[src/design/seq_pkg.sv]
package seq_pkg;

   localparam int num_devices = 8;
   localparam int num_iregs   = 4;
   localparam int word_width  = 8;

   typedef enum logic [3:0] {
      op_no = 4'h0,  // advance only
      op_ci = 4'h1,  // command, immediate arg
      op_cr = 4'h2,  // command, arg from ireg
      op_ji = 4'h3,  // jump to label
      op_jr = 4'h4,  // jump to ireg value
      op_jz = 4'h5   // jump to label if ireg is zero
   } opcode_e;

   // command view of the low 15 bits
   typedef struct packed {
      logic [2:0]            dev;
      logic [3:0]            cmd;
      logic [word_width-1:0] arg;  // arg[1:0] doubles as src for cr
   } dev_cmd_t;

   typedef struct packed {
      logic     pad;  // bit 15, unused
      dev_cmd_t cmd;
   } dev_body_t;

   // jump view of the same 16 bits
   typedef struct packed {
      logic [7:0] label;
      logic [5:0] pad;
      logic [1:0] src;  // same place as in the command view
   } jump_t;

   // one body word, decoded either as a device command or as a jump
   typedef union packed {
      dev_body_t dev;
      jump_t     jmp;
   } inst_body_u;

   typedef struct packed {
      opcode_e    op;
      inst_body_u body;
   } inst_t;  // 20 bits

   // what a device port finally receives
   typedef struct packed {
      logic [3:0]            cmd;
      logic [word_width-1:0] arg;
   } dev_word_t;  // 12 bits

   typedef logic [num_iregs-1:0][word_width-1:0] ireg_bank_t;

endpackage
[src/design/device_port_bank.sv]
`timescale 1ns/1ps

module device_port_bank (
   input  logic                                                clock,
   input  logic                                                reset,

   input  seq_pkg::dev_word_t                                  oreg,
   input  logic [seq_pkg::num_devices-1:0]                     oreg_wen,

   output seq_pkg::dev_word_t [seq_pkg::num_devices-1:0]       dev_words,
   output logic [seq_pkg::num_devices-1:0]                     dev_strobe
);

   // one command register per device
   always_ff @(posedge clock) begin
      if (reset) begin
         dev_words <= '0;
      end else begin
         for (int i = 0; i < seq_pkg::num_devices; i++) begin
            if (oreg_wen[i]) begin
               dev_words[i] <= oreg;  // otherwise keep last command
            end
         end
      end
   end

   // strobe lines up with the new word
   always_ff @(posedge clock) begin
      if (reset) begin
         dev_strobe <= '0;
      end else begin
         dev_strobe <= oreg_wen;
      end
   end

   // a single device is addressed per command
   assert property (@(posedge clock) disable iff (reset) $onehot0(dev_strobe))
      else $error("more than one device strobe");

endmodule

[config.mk]
export PLATFORM = sky130hd
export DESIGN_NAME = device_port_bank
export DESIGN_NICKNAME = d
export VERILOG_FILES = /design/src/design/seq_pkg.sv /design/src/design/device_port_bank.sv
export SDC_FILE = /design/constraint.sdc
export NUM_CORES = 1
export LEC_CHECK = 0
export BUFFER_PORTS_ARGS = -buffer_cell sky130_fd_sc_hd__buf_2
export CORE_MARGIN = 5
export CORE_UTILIZATION = 45
export CTS_BUF_LIST = sky130_fd_sc_hd__clkbuf_4
export DETAILED_ROUTE_END_ITERATION = 7
export PLACE_DENSITY = 0.8
export SLEW_MARGIN = 10
export SYNTH_ARGS = -nofsm -noshare
export SYNTH_HDL_FRONTEND = slang
export SYNTH_SLANG_ARGS = --single-unit
[constraint.sdc]
create_clock -name clock -period 0.94 [get_ports clock]
set_input_delay 0.047 -clock clock [delete_from_list [all_inputs] [get_ports clock]]
set_output_delay 0.047 -clock clock [all_outputs]
set_load 0.03 [all_outputs]
==> results.json <==
{
  "grt_setup_unrepaired": "yes",
  "layout_common_cells": "dfxtp_2, buf_6, mux2i_1, nor2_1, buf_2",
  "clockBufferDepth": 2,
  "rows": 33,
  "dr_total_vias": 2806,
  "failed_checks": "negative setup slack",
  "cts_buffers": 9,
  "layout_setup_ws_ps": -72.6,
  "cp_cell_sequence": "buf_6",
  "path_max_fanout": 2,
  "clk_latency_ps": 420,
  "syn_nets": 366,
  "die_y_microns": 102,
  "place_inst": 536,
  "layout.cells.non_filler": 579,
  "timing.final.crit_share": 1.08,
  "netlist-cell-type-count": 10,
  "drive_gt1_frac": 0.549,
  "max_cap_viol_count": 0,
  "ant_nets": 0,
  "critical_path.max_stage_delay_ps": 390,
  "period_needed_ps": 1010,
  "fin_nets": 491,
  "synth_fa_ha_area_frac": 0,
  "cp-end-kind": "primary output",
  "path_delay_family": "flip-flops",
  "first_pass_iters": 5,
  "worstPathArrival_ps": 970,
  "relSlewSlack": 0.716,
  "leakagePower_nw": 2.58,
  "root_buffer": "clkbuf_4",
  "dp_hpwl_mm": 6.47,
  "synth_mux_area_frac": 0.250,
  "io_pins": 126,
  "clk_pin_slew_ps": 180,
  "pwr-share-comb": 0.215,
  "tightest_slew_ps": 426,
  "rr_worst_depth": 3,
  "area_delta_synth_final_pct": 40.6,
  "h-tree-depth": 3,
  "globalplace.congestion": 0.713,
  "whs_endpoint": "dev_words[6]",
  "ff2ff_setup_slack_ps": 160,
  "ys_warn_count": 0,
  "dieArea_sq_um": 10500,
  "diodes": 0,
  "first_global_vias": 2981,
  "io_buffers": 125,
  "p_int_mw": 6.18,
  "wl_mm": 10.5,
  "grt_pass1_wl_mm": 16.2,
  "overflow": 0,
  "slew_viol_final": 0,
  "setup_violations": 103,
  "crit_type": "reg -> out",
  "start_kind": "register",
  "gr-usage-all-layers": 0.208,
  "clock_sinks": 104,
  "fmax_ghz": 0.988,
  "clock_skew_ps": 0,
  "antenna_found_initial": 0,
  "synth_simple_gate_area_frac": 0.107,
  "synthCells": 344,
  "holdCritStartpoint": "oreg[6]",
  "synthesis.area_sq_um": 3840,
  "p_sw_frac": 0.309,
  "synth_xor_area_frac": 0,
  "core_sq_um": 8260,
  "start_util": 0.465,
  "ys_ff_latch": 104,
  "synth_compound_area_frac": 0,
  "status": "finished with violations",
  "clockPowerShare": 0.235,
  "switchingPower_mw": 2.76,
  "wl_per_cell_microns": 18.2,
  "reg2reg_from": "dev_words[19]",
  "cts_tree": "built",
  "power_density_nw_per_um2": 1660,
  "critical_path_buf_inv_count": 1,
  "syn_area_per_cell_sq_um": 11.2,
  "p_total_mw": 8.94,
  "grt_max_degree": 47,
  "seq_area_frac_synth": 0.542,
  "seqPwrFrac": 0.550,
  "cp_slowest_cell": "dfxtp_2",
  "hold_path.class": "in -> reg",
  "die_x_microns": 102,
  "synth_top_family_by_area": "multiplexers",
  "worstPathRequired_ps": 890,
  "r2r-end": "dev_words[19]",
  "drc": 0,
  "finalHoldViolations": 0,
  "drt_iter0_markers": 88,
  "viasPerCell": 4.85,
  "dp_slack_ps": 112,
  "ir_worst_vdd_uv": 827,
  "whs_path_depth": 3
}
-- flip-flops by register name, summed over array words and instances, names as in the netlist --
name        count
dev_words      96
dev_strobe      8
-- metrics by stage --
stage	util	hold slack, ps	instance area [sq um]	TNS, ps
after floorplan	-	309	3840	0
after global placement	0.515	369	4250	0
after detailed placement	0.515	377	4250	0
after CTS	0.652	2.79	5380	-6580
after global routing	0.653	1.53	5400	-9660
final	0.653	27.2	5400	-3070
-- per-layer routing --
layer  global-route usage  wire, microns  vias up
met5                    0              0        -
met4                0.116            360        0
met3               0.0348            459       24
met2                0.358           5380       87
met1                0.244           4320     1336
li1                     -              -     1359
-- power groups by stage --
stage          sequential, mW  clock [mW]  combinational [mW]
2_1_floorplan            5.40           0               0.666
3_3_place_gp             4.88           0                1.49
3_5_place_dp             4.89           0                1.52
4_1_cts                  4.91        2.18                1.91
5_1_grt                  4.95        2.37                2.03
6_report                 4.92        2.10                1.92
-- logic make-up after synthesis --
| logic type | Yosys count |
|---|---|
| DFF | 104 |
| and+or+nand+nor | 104 |
| muxes | 96 |
| buffers and inverters | 40 |
-- cell type report --
type / count / area [sq um]
fillers: 634 / 2860
flip-flops and latches: 104 / 2210
repair buffers: 154 / 1560
multi-input cells: 200 / 1370
well taps: 105 / 131
clock buffers: 10 / 75.1
clock inverters: 6 / 50.0
-- cells in the mapped netlist (all sizes together) --
| master | instances | area [sq um] |
|---|---|---|
| nor2b | 8 | 50.1 |
| mux2i | 96 | 961 |
| clkbuf | 4 | 16.3 |
| nor2 | 96 | 360 |
| buf | 36 | 369 |
| dfxtp | 104 | 2080 |
-- worst max path at each step --
stage,start,to,slack (ps),depth (start not counted)
detailed placement,oreg_wen[5],dev_words[66],110,3
CTS,dev_words[79],dev_words[79],-90,1
global placement,oreg_wen[5],dev_words[70],140,3
finish,dev_words[7],dev_words[7],-70,1
floorplan,dev_words[0],dev_words[0],210,2
global route,dev_words[7],dev_words[7],-140,1
-- worst reg2reg max path, delay by kind of cell (launching register included) --
family | cells | cell delay (ps)
muxes | 1 | 150
and+or+nand+nor | 1 | 60
buffers and inverters | 1 | 130
DFF | 1 | 360
-- what timing repair did --
action	in CTS	in global routing
resized for setup	312	0
setup endpoints to repair	104	104
buffers inserted	11	2
endpoints found under the hold margin	43	0
hold buffers	14	0
No activity file was read; power rests on OpenSTA's default activity.
