===== config.mk =====
export PLATFORM = sky130hd
export DESIGN_NAME = seq_core
export DESIGN_NICKNAME = d
export VERILOG_FILES = /design/src/design/seq_pkg.sv /design/src/design/seq_core.sv
export SDC_FILE = /design/constraint.sdc
export NUM_CORES = 1
export LEC_CHECK = 0
export BUFFER_PORTS_ARGS = -buffer_cell sky130_fd_sc_hd__buf_2
export CORE_ASPECT_RATIO = 1.5
export CORE_UTILIZATION = 30
export DETAILED_ROUTE_END_ITERATION = 10
export GPL_ROUTABILITY_DRIVEN = 0
export SETUP_SLACK_MARGIN = 0.2
export SLEW_MARGIN = 20
export SYNTH_ARGS = -nofsm -noshare
export SYNTH_HDL_FRONTEND = slang
export SYNTH_SLANG_ARGS = --single-unit

===== constraint.sdc =====
create_clock -name clock -period 6.31 [get_ports clock]
set_input_delay 1.262 -clock clock [delete_from_list [all_inputs] [get_ports clock]]
set_output_delay 1.262 -clock clock [all_outputs]
set_load 0.02 [all_outputs]

===== src/design/seq_pkg.sv =====
package seq_pkg;

   localparam int num_devices = 8;
   localparam int num_iregs   = 4;
   localparam int word_width  = 8;

   typedef enum logic [3:0] {
      op_no = 4'h0,  // advance only
      op_ci = 4'h1,  // command, immediate arg
      op_cr = 4'h2,  // command, arg from ireg
      op_ji = 4'h3,  // jump to label
      op_jr = 4'h4,  // jump to ireg value
      op_jz = 4'h5   // jump to label if ireg is zero
   } opcode_e;

   // command view of the low 15 bits
   typedef struct packed {
      logic [2:0]            dev;
      logic [3:0]            cmd;
      logic [word_width-1:0] arg;  // arg[1:0] doubles as src for cr
   } dev_cmd_t;

   typedef struct packed {
      logic     pad;  // bit 15, unused
      dev_cmd_t cmd;
   } dev_body_t;

   // jump view of the same 16 bits
   typedef struct packed {
      logic [7:0] label;
      logic [5:0] pad;
      logic [1:0] src;  // same place as in the command view
   } jump_t;

   // one body word, decoded either as a device command or as a jump
   typedef union packed {
      dev_body_t dev;
      jump_t     jmp;
   } inst_body_u;

   typedef struct packed {
      opcode_e    op;
      inst_body_u body;
   } inst_t;  // 20 bits

   // what a device port finally receives
   typedef struct packed {
      logic [3:0]            cmd;
      logic [word_width-1:0] arg;
   } dev_word_t;  // 12 bits

   typedef logic [num_iregs-1:0][word_width-1:0] ireg_bank_t;

endpackage

===== src/design/seq_core.sv =====
`timescale 1ns/1ps

module seq_core #(
   parameter int addr_width = 8
) (
   input  logic                                clock,
   input  logic                                reset,

   input  seq_pkg::inst_t                      inst,
   input  logic                                inst_en,
   input  seq_pkg::ireg_bank_t                 iregs,

   output logic [addr_width-1:0]               next,
   output seq_pkg::dev_word_t                  oreg,
   output logic [seq_pkg::num_devices-1:0]     oreg_wen,
   output logic                                error
);

   typedef enum logic [1:0] {
      st_reset = 2'h0,
      st_ready = 2'h1,
      st_error = 2'h2
   } state_e;

   state_e state;

   seq_pkg::dev_cmd_t                 dc;
   seq_pkg::jump_t                    jmp;
   logic [seq_pkg::word_width-1:0]    ireg_sel;
   logic [seq_pkg::num_devices-1:0]   dev_onehot;
   logic [addr_width-1:0]             next_inc;
   logic [addr_width-1:0]             label_addr;
   logic [addr_width-1:0]             ireg_addr;
   logic                              exec;

   // both views of the body word
   assign dc  = inst.body.dev.cmd;
   assign jmp = inst.body.jmp;

   assign ireg_sel   = iregs[jmp.src];  // src sits in bits 1:0 in either view
   assign dev_onehot = {{(seq_pkg::num_devices - 1){1'b0}}, 1'b1} << dc.dev;

   assign next_inc   = next + 1'b1;             // wraps at 2^addr_width
   assign label_addr = addr_width'(jmp.label);  // truncate or zero extend
   assign ireg_addr  = addr_width'(ireg_sel);

   assign exec  = (state == st_ready) && inst_en;
   assign error = (state == st_error);

   always_ff @(posedge clock) begin
      if (reset) begin
         state    <= st_reset;
         next     <= '0;
         oreg_wen <= '0;
      end else begin
         oreg_wen <= '0;  // strobe only for ci / cr
         case (state)
            st_reset: begin
               state <= st_ready;  // one idle cycle, inst_en ignored
               next  <= '0;
            end

            st_ready: begin
               if (inst_en) begin
                  case (inst.op)
                     seq_pkg::op_no: next <= next_inc;

                     seq_pkg::op_ci,
                     seq_pkg::op_cr: begin
                        next     <= next_inc;
                        oreg_wen <= dev_onehot;
                     end

                     seq_pkg::op_ji: next <= label_addr;

                     seq_pkg::op_jr: next <= ireg_addr;

                     seq_pkg::op_jz: begin
                        next <= (ireg_sel == '0) ? label_addr : next_inc;
                     end

                     default: begin
                        // unknown opcode, sticky until reset
                        state <= st_error;
                        next  <= '0;
                     end
                  endcase
               end
            end

            st_error: next <= '0;

            default: begin
               state <= st_error;
               next  <= '0;
            end
         endcase
      end
   end

   // command word, only meaningful with oreg_wen
   always_ff @(posedge clock) begin
      if (exec) begin
         case (inst.op)
            seq_pkg::op_ci: oreg <= '{cmd: dc.cmd, arg: dc.arg};
            seq_pkg::op_cr: oreg <= '{cmd: dc.cmd, arg: ireg_sel};
            default:        oreg <= oreg;
         endcase
      end
   end

   // one device at most
   assert property (@(posedge clock) disable iff (reset) $onehot0(oreg_wen))
      else $error("oreg_wen not zero or one-hot");

endmodule


==> results.md, run 1 <==
- Mapped Nets: 245
- Worst-path clk slew: 0.06 ns
- Final wirelength: 5.59 mm
- Synth Area per Inst: 9.89 um2
- PortBufs: 83
- Initial antenna violation count: 0
- Gr usage total: 17.6%
- CTS Buf Count: 5
- Htree depth: 2
- Full die area: 6560 um2
- Synth Cell Area: 1870 um2
- EDFF count, synth: 12
- Final Total Pwr: 438 uW
- First DRT Iteration DRCs: 99
- CP max FO: 9
- Post-synthesis sequential area ratio: 38.6%
- Fraction of layout cells with a size suffix above 1: 43.1%
- MaxCap Viol Count: 0
- Total core area: 5910 um2
- DR vias/cell: 5.38
- Leakage: 0.000996 uW
- RSZ-0062 raised after global routing: no
- CTS tree: done
- Dpl hpwl: 4.43 mm
- Relative max-transition margin: 31.6%
- Site row count: 34
- Ys async rst share: 0%
- Clock Tree Buf Depth: 2
- Maximum vdd drop: 0.103 mV
- Worst-path cell chain: buf_2, mux4_2, or4_1, or2_1, mux2_4, o21ba_1
- Post-synth top flop: dfxtp_1
- Critical path class: input pin to flop
- Clk sinks: 30
- Final WS setup: 2.81 ns
- Minimum clock period: 3.50 ns
- Data arrival, critical path: 3.68 ns
- Wire length of the first global-routing pass: 8.58 mm
- Syn-to-layout area delta: 30.0%
- CP delay by family, top: simple AND/OR/NAND/NOR gates
- Worst setup EP type: flop
- Root buffer cell: clkbuf_8
- Final setup vio count: 0
- Vias in the first global route: 1,857
- Post-cts sizing count: 0
- Residual DRC: 0
- Cell count after synthesis: 189
- Pre-CTS worst setup slack: 2.49 ns
- Worst R2R Start: state[0]$_SDFFE_PP0P_
- Min-Delay Path Class: flop to flop
- Crit path buffers/inverters: 1
- Most common cell after layout, fill and taps aside: buf_2
- Pwr per Cell Area: 180 nW/um2
- Worst Path Required: 6.49 ns
- Crit path launch type: input pin
- Final hold violation count: 0
- Final period utilization: 55.5%
- Post-DR wirelength/cell: 16.4 um
- Clock skew: 0.00941 ns
- Sum Neg Setup Slack: 0 ns
- Initial Utilization: 31.6%
- Final Max Slew Viols: 0
- F_max: 0.285 GHz
- Post-synthesis register bit count: 30
- Worst-Skew Late Latency: 0.29 ns
- Chip Width: 66.5 um
- Final net count: 324
- Post-layout util: 41.1%
- GR Overflow Total: 0
- Die Span Y: 98.7 um
- Most frequent cells in the layout: 83 x buf_2, 18 x nand2_1, 18 x dfxtp_1
- Worst slew pin tran: 1.02 ns
- Post-DRT Antenna Nets: 0
- # IOs: 84
- Warnings, synthesis: 0
- Worst hold start: state[1]$_SDFFE_PP0P_
- # diodes: 0
- Pre-Repair DR Iteration Count: 4
- Number of distinct library cells after synthesis: 51
- Largest net degree at the start of global routing: 13
- Vias: 1,835
- # Post-CTS Setup Buffers: 0
- CP max stage cell: or4_1
- Crit path largest cell delay: 0.68 ns
- CP Launch Point: inst[0]
- Outcome: finished, final reports clean
- Post-CTS Hold Fix Bufs: 0
- # fillers: 607
worst paths after layout:
kind | end | slack (ns) | cells past startpoint
setup / recovery | next[1]$_SDFFE_PP0P_ | 2.81 | 6
hold / removal | state[1]$_SDFFE_PP0P_ | 0.57 | 2
setup reg to reg | next[5]$_SDFFE_PP0P_ | 4.52 | 6
hold reg to reg | state[1]$_SDFFE_PP0P_ | 0.57 | 2
worst reg2reg max path, stage by stage (launching register included):
cell and delay (ns):
dfxtp_1 0.38, nor3b_1 0.20, buf_4 0.21, and4_1 0.39, o21ai_1 0.17, a2bb2oi_1 0.16
o21ai_0 0.19
report_power, final:
group	leakage [uW]	internal (uW)	switching (uW)	total, uW
logic	0.000695	33.0	34.2	67.2
registers	0.000254	204	1.62	206
clock network	0.0000472	87.5	77.9	165
total	0.000996	324	114	438
synth_stat cells, drive strengths merged (2+ instances only):
master | number | area share [%]
nand3 | 7 | 1.9
nor2 | 9 | 1.8
nor3 | 7 | 1.9
buf | 4 | 1.7
nand4 | 3 | 1.0
inv | 3 | 0.60
dfxtp | 18 | 19
or4 | 2 | 0.80
a21oi | 7 | 1.9
a22oi | 3 | 1.2
nor4bb | 2 | 1.1
nand2 | 18 | 3.6
a211oi | 2 | 0.80
clkbuf | 9 | 1.8
o2bb2ai | 2 | 0.94
o211ai | 2 | 0.80
edfxtp | 12 | 19
mux2 | 10 | 6.2
a31oi | 3 | 1.0
nor3b | 4 | 1.6
mux4 | 8 | 9.6
nor4b | 2 | 1.3
a211o | 3 | 1.4
and2 | 2 | 0.67
xor2 | 3 | 1.4
o21ai | 11 | 2.9
and3 | 3 | 1.0
nor2b | 7 | 2.3
nand2b | 5 | 1.7
cell type report:
cell class / instances / area, um2 / share of cell area [%]
Multi-Input combinational cell: 143 / 1080 / 44.5
Inverter: 3 / 11.3 / 0.463
Clock buffer: 6 / 82.6 / 3.40
Clock inverter: 2 / 12.5 / 0.515
Timing Repair Buffer: 85 / 430 / 17.7
Sequential cell: 30 / 721 / 29.7
Tap cell: 72 / 90.1 / 3.71
kinds of logic (layout without fill, tap and decap cells):
family | count (synthesis) | after routing | synth area share (%)
adder cells (fa/ha/maj) | 1 | 1 | 0.669
XOR/XNOR | 4 | 4 | 1.87
multiplexers | 18 | 18 | 15.9
flip-flops | 30 | 30 | 38.6
buffers and inverters | 16 | 96 | 4.15
AO/OA/AOI/OAI | 42 | 42 | 15.5
AND/OR/NAND/NOR | 78 | 78 | 23.4
sequential cells by signal, summed over array words and instances, names as in the netlist:
signal / cells
next: 8
oreg: 12
oreg_wen: 8
state: 2
through the flow:
step	instance area, um2	hold slack [ns]	std cells
floorplan	1870	0.498	189
global placement	2330	0.554	333
detailed placement	2330	0.565	333
CTS	2430	0.580	341
global route	2430	0.645	341
finish	2430	0.575	341
routing by layer:
metal	wire [um]	global-route usage, %	part of all wire [%]
met5	0	0	0
met4	258	12.1	4.6
met3	310	3.01	5.5
met2	2870	28.8	51
met1	2160	20.2	39
Power figures use the tool's default switching activity.
==> run 2: changes to the inputs <==
==> constraint.sdc (replaced) <==
create_clock -name clock -period 3.4 [get_ports clock]
set_input_delay 0.68 -clock clock [delete_from_list [all_inputs] [get_ports clock]]
set_output_delay 0.68 -clock clock [all_outputs]
set_load 0.02 [all_outputs]
==> run 2 against run 1 <==
Compared with the run above: sequential power grew 85%; worst setup slack lost 2.3 ns; die area is the same; critical path depth is the same; sequential cell count is the same; clock-buffer cell count is the same; combinational power grew 88%; utilization grew 1.3 points; non-clock buffer count grew 5; critical path type unchanged; largest cell class unchanged.
==> results.md, run 2 (synthesis gave the netlist of run 1 again) <==
- Outcome: finished, final reports clean
- Worst-path cell chain: buf_2, mux4_2, or4_1, or2_1, mux2_4, o21ba_1
- Clock skew: 0.0101 ns
- Residual DRC: 0
- Post-cts sizing count: 0
- Site row count: 34
- Leakage: 0.00105 uW
- # IOs: 84
- Root buffer cell: clkbuf_8
- Htree depth: 2
- CP max stage cell: or4_1
- Final net count: 329
- Clk sinks: 30
- Sequential share of power: 39.7%
- Regs by FF count: oreg (12), next (8), oreg_wen (8)
- # Post-CTS Setup Buffers: 0
- Total core area: 5910 um2
- Post-DR wirelength/cell: 16.3 um
- Data arrival, critical path: 3.07 ns
- Critical path class: input pin to flop
- Fraction of layout cells with a size suffix above 1: 43.8%
- First DRT Iteration DRCs: 77
- RSZ-0062 raised after global routing: no
- Min-Delay Path Class: flop to flop
- CP max FO: 9
- Most frequent cells in the layout: 83 x buf_2, 18 x nand2_1, 18 x dfxtp_1
- Pwr per Cell Area: 383 nW/um2
- Most common cell after layout, fill and taps aside: buf_2
- Crit path launch type: input pin
- Comb pwr share: 13.2%
- Final wirelength: 5.62 mm
- Final Max Slew Viols: 0
- Post-DRT Antenna Nets: 0
- # fillers: 610
- Worst slew pin tran: 0.473 ns
- Vias in the first global route: 1,798
- Clock Tree Buf Depth: 2
- MaxCap Viol Count: 0
- Gr usage total: 18.2%
- Maximum vdd drop: 0.228 mV
- Worst-path clk slew: 0.07 ns
- CTS Buf Count: 5
- PortBufs: 83
- Chip Width: 66.5 um
- DR vias/cell: 5.32
- Crit path largest cell delay: 0.69 ns
- Minimum clock period: 2.89 ns
- Largest register FFs: 12
- Switching power share of the total: 21.6%
- Relative max-transition margin: 68.3%
- F_max: 0.346 GHz
- Initial Utilization: 31.6%
- Post-CTS Hold Fix Bufs: 0
- Largest net degree at the start of global routing: 13
- Top reg by flops: oreg
- Final setup vio count: 0
- Final hold slack: 0.576 ns
- GR Overflow Total: 0
- Final hold violation count: 0
- Initial antenna violation count: 0
- Worst setup EP type: flop
- NetSw: 207 uW
- Worst-Skew Late Latency: 0.29 ns
- # diodes: 0
- Die Span Y: 98.7 um
- Pre-Repair DR Iteration Count: 4
- Final period utilization: 85.1%
- Syn-to-layout area delta: 34.2%
- Vias: 1,841
- Full die area: 6560 um2
- Wire length of the first global-routing pass: 8.84 mm
- Cell Int Power: 754 uW
- Clock share of power: 47.1%
- CTS tree: done
- Sum Neg Setup Slack: 0 ns
- Worst Path Required: 3.58 ns
- Dpl hpwl: 4.38 mm
- Final Total Pwr: 961 uW
## run 2: final timing paths
path | from | endpoint | slack (ns) | cells after the start
setup / recovery | inst[0] | next[1]$_SDFFE_PP0P_ | 0.51 | 6
hold / removal | state[1]$_SDFFE_PP0P_ | state[1]$_SDFFE_PP0P_ | 0.58 | 2
setup reg to reg | state[0]$_SDFFE_PP0P_ | next[5]$_SDFFE_PP0P_ | 1.60 | 6
hold reg to reg | state[1]$_SDFFE_PP0P_ | state[1]$_SDFFE_PP0P_ | 0.58 | 2
## run 2: power groups by stage
| stage | registers, uW | clock network, uW | logic [uW] |
|---|---|---|---|
| after CTS | 381 | 468 | 127 |
| final | 382 | 453 | 126 |
| after global placement | 390 | 0 | 126 |
| after detailed placement | 390 | 0 | 126 |
| after global routing | 382 | 478 | 139 |
| after floorplan | 391 | 0 | 71.0 |
## run 2: final cells by class
class | count | area, um2 | share of cell area, %
Clock buffer | 6 | 82.6 | 3.29
Sequential cell | 30 | 721 | 28.7
Tap cell | 72 | 90.1 | 3.59
Clock inverter | 2 | 60.1 | 2.39
Multi-Input combinational cell | 143 | 1080 | 42.9
Timing Repair Buffer | 90 | 468 | 18.7
Inverter | 3 | 11.3 | 0.449
## run 2: per-stage QoR
| step | std cells | setup WS [ns] | utilization [%] | instance area, um2 |
|---|---|---|---|---|
| after detailed placement | 338 | 0.185 | 40.0 | 2370 |
| after CTS | 346 | 0.495 | 42.4 | 2510 |
| after floorplan | 189 | 0.490 | - | 1870 |
| after global placement | 338 | 0.215 | 40.0 | 2370 |
| after global routing | 346 | 0.419 | 42.4 | 2510 |
| final | 346 | 0.508 | 42.4 | 2510 |
## run 2: critical path: cells and delay by family
family	cells	cell delay, ns
AO/OA/AOI/OAI	1	0.16
buffers and inverters	1	0.25
multiplexers	2	0.90
AND/OR/NAND/NOR	2	1.08
## run 2: metal layers
metal	GRT usage, %	wire length, um	vias up
met5	0	0	-
met4	10.1	179	0
met3	3.94	290	16
met2	29.9	2930	74
met1	21.5	2220	864
li1	-	-	887
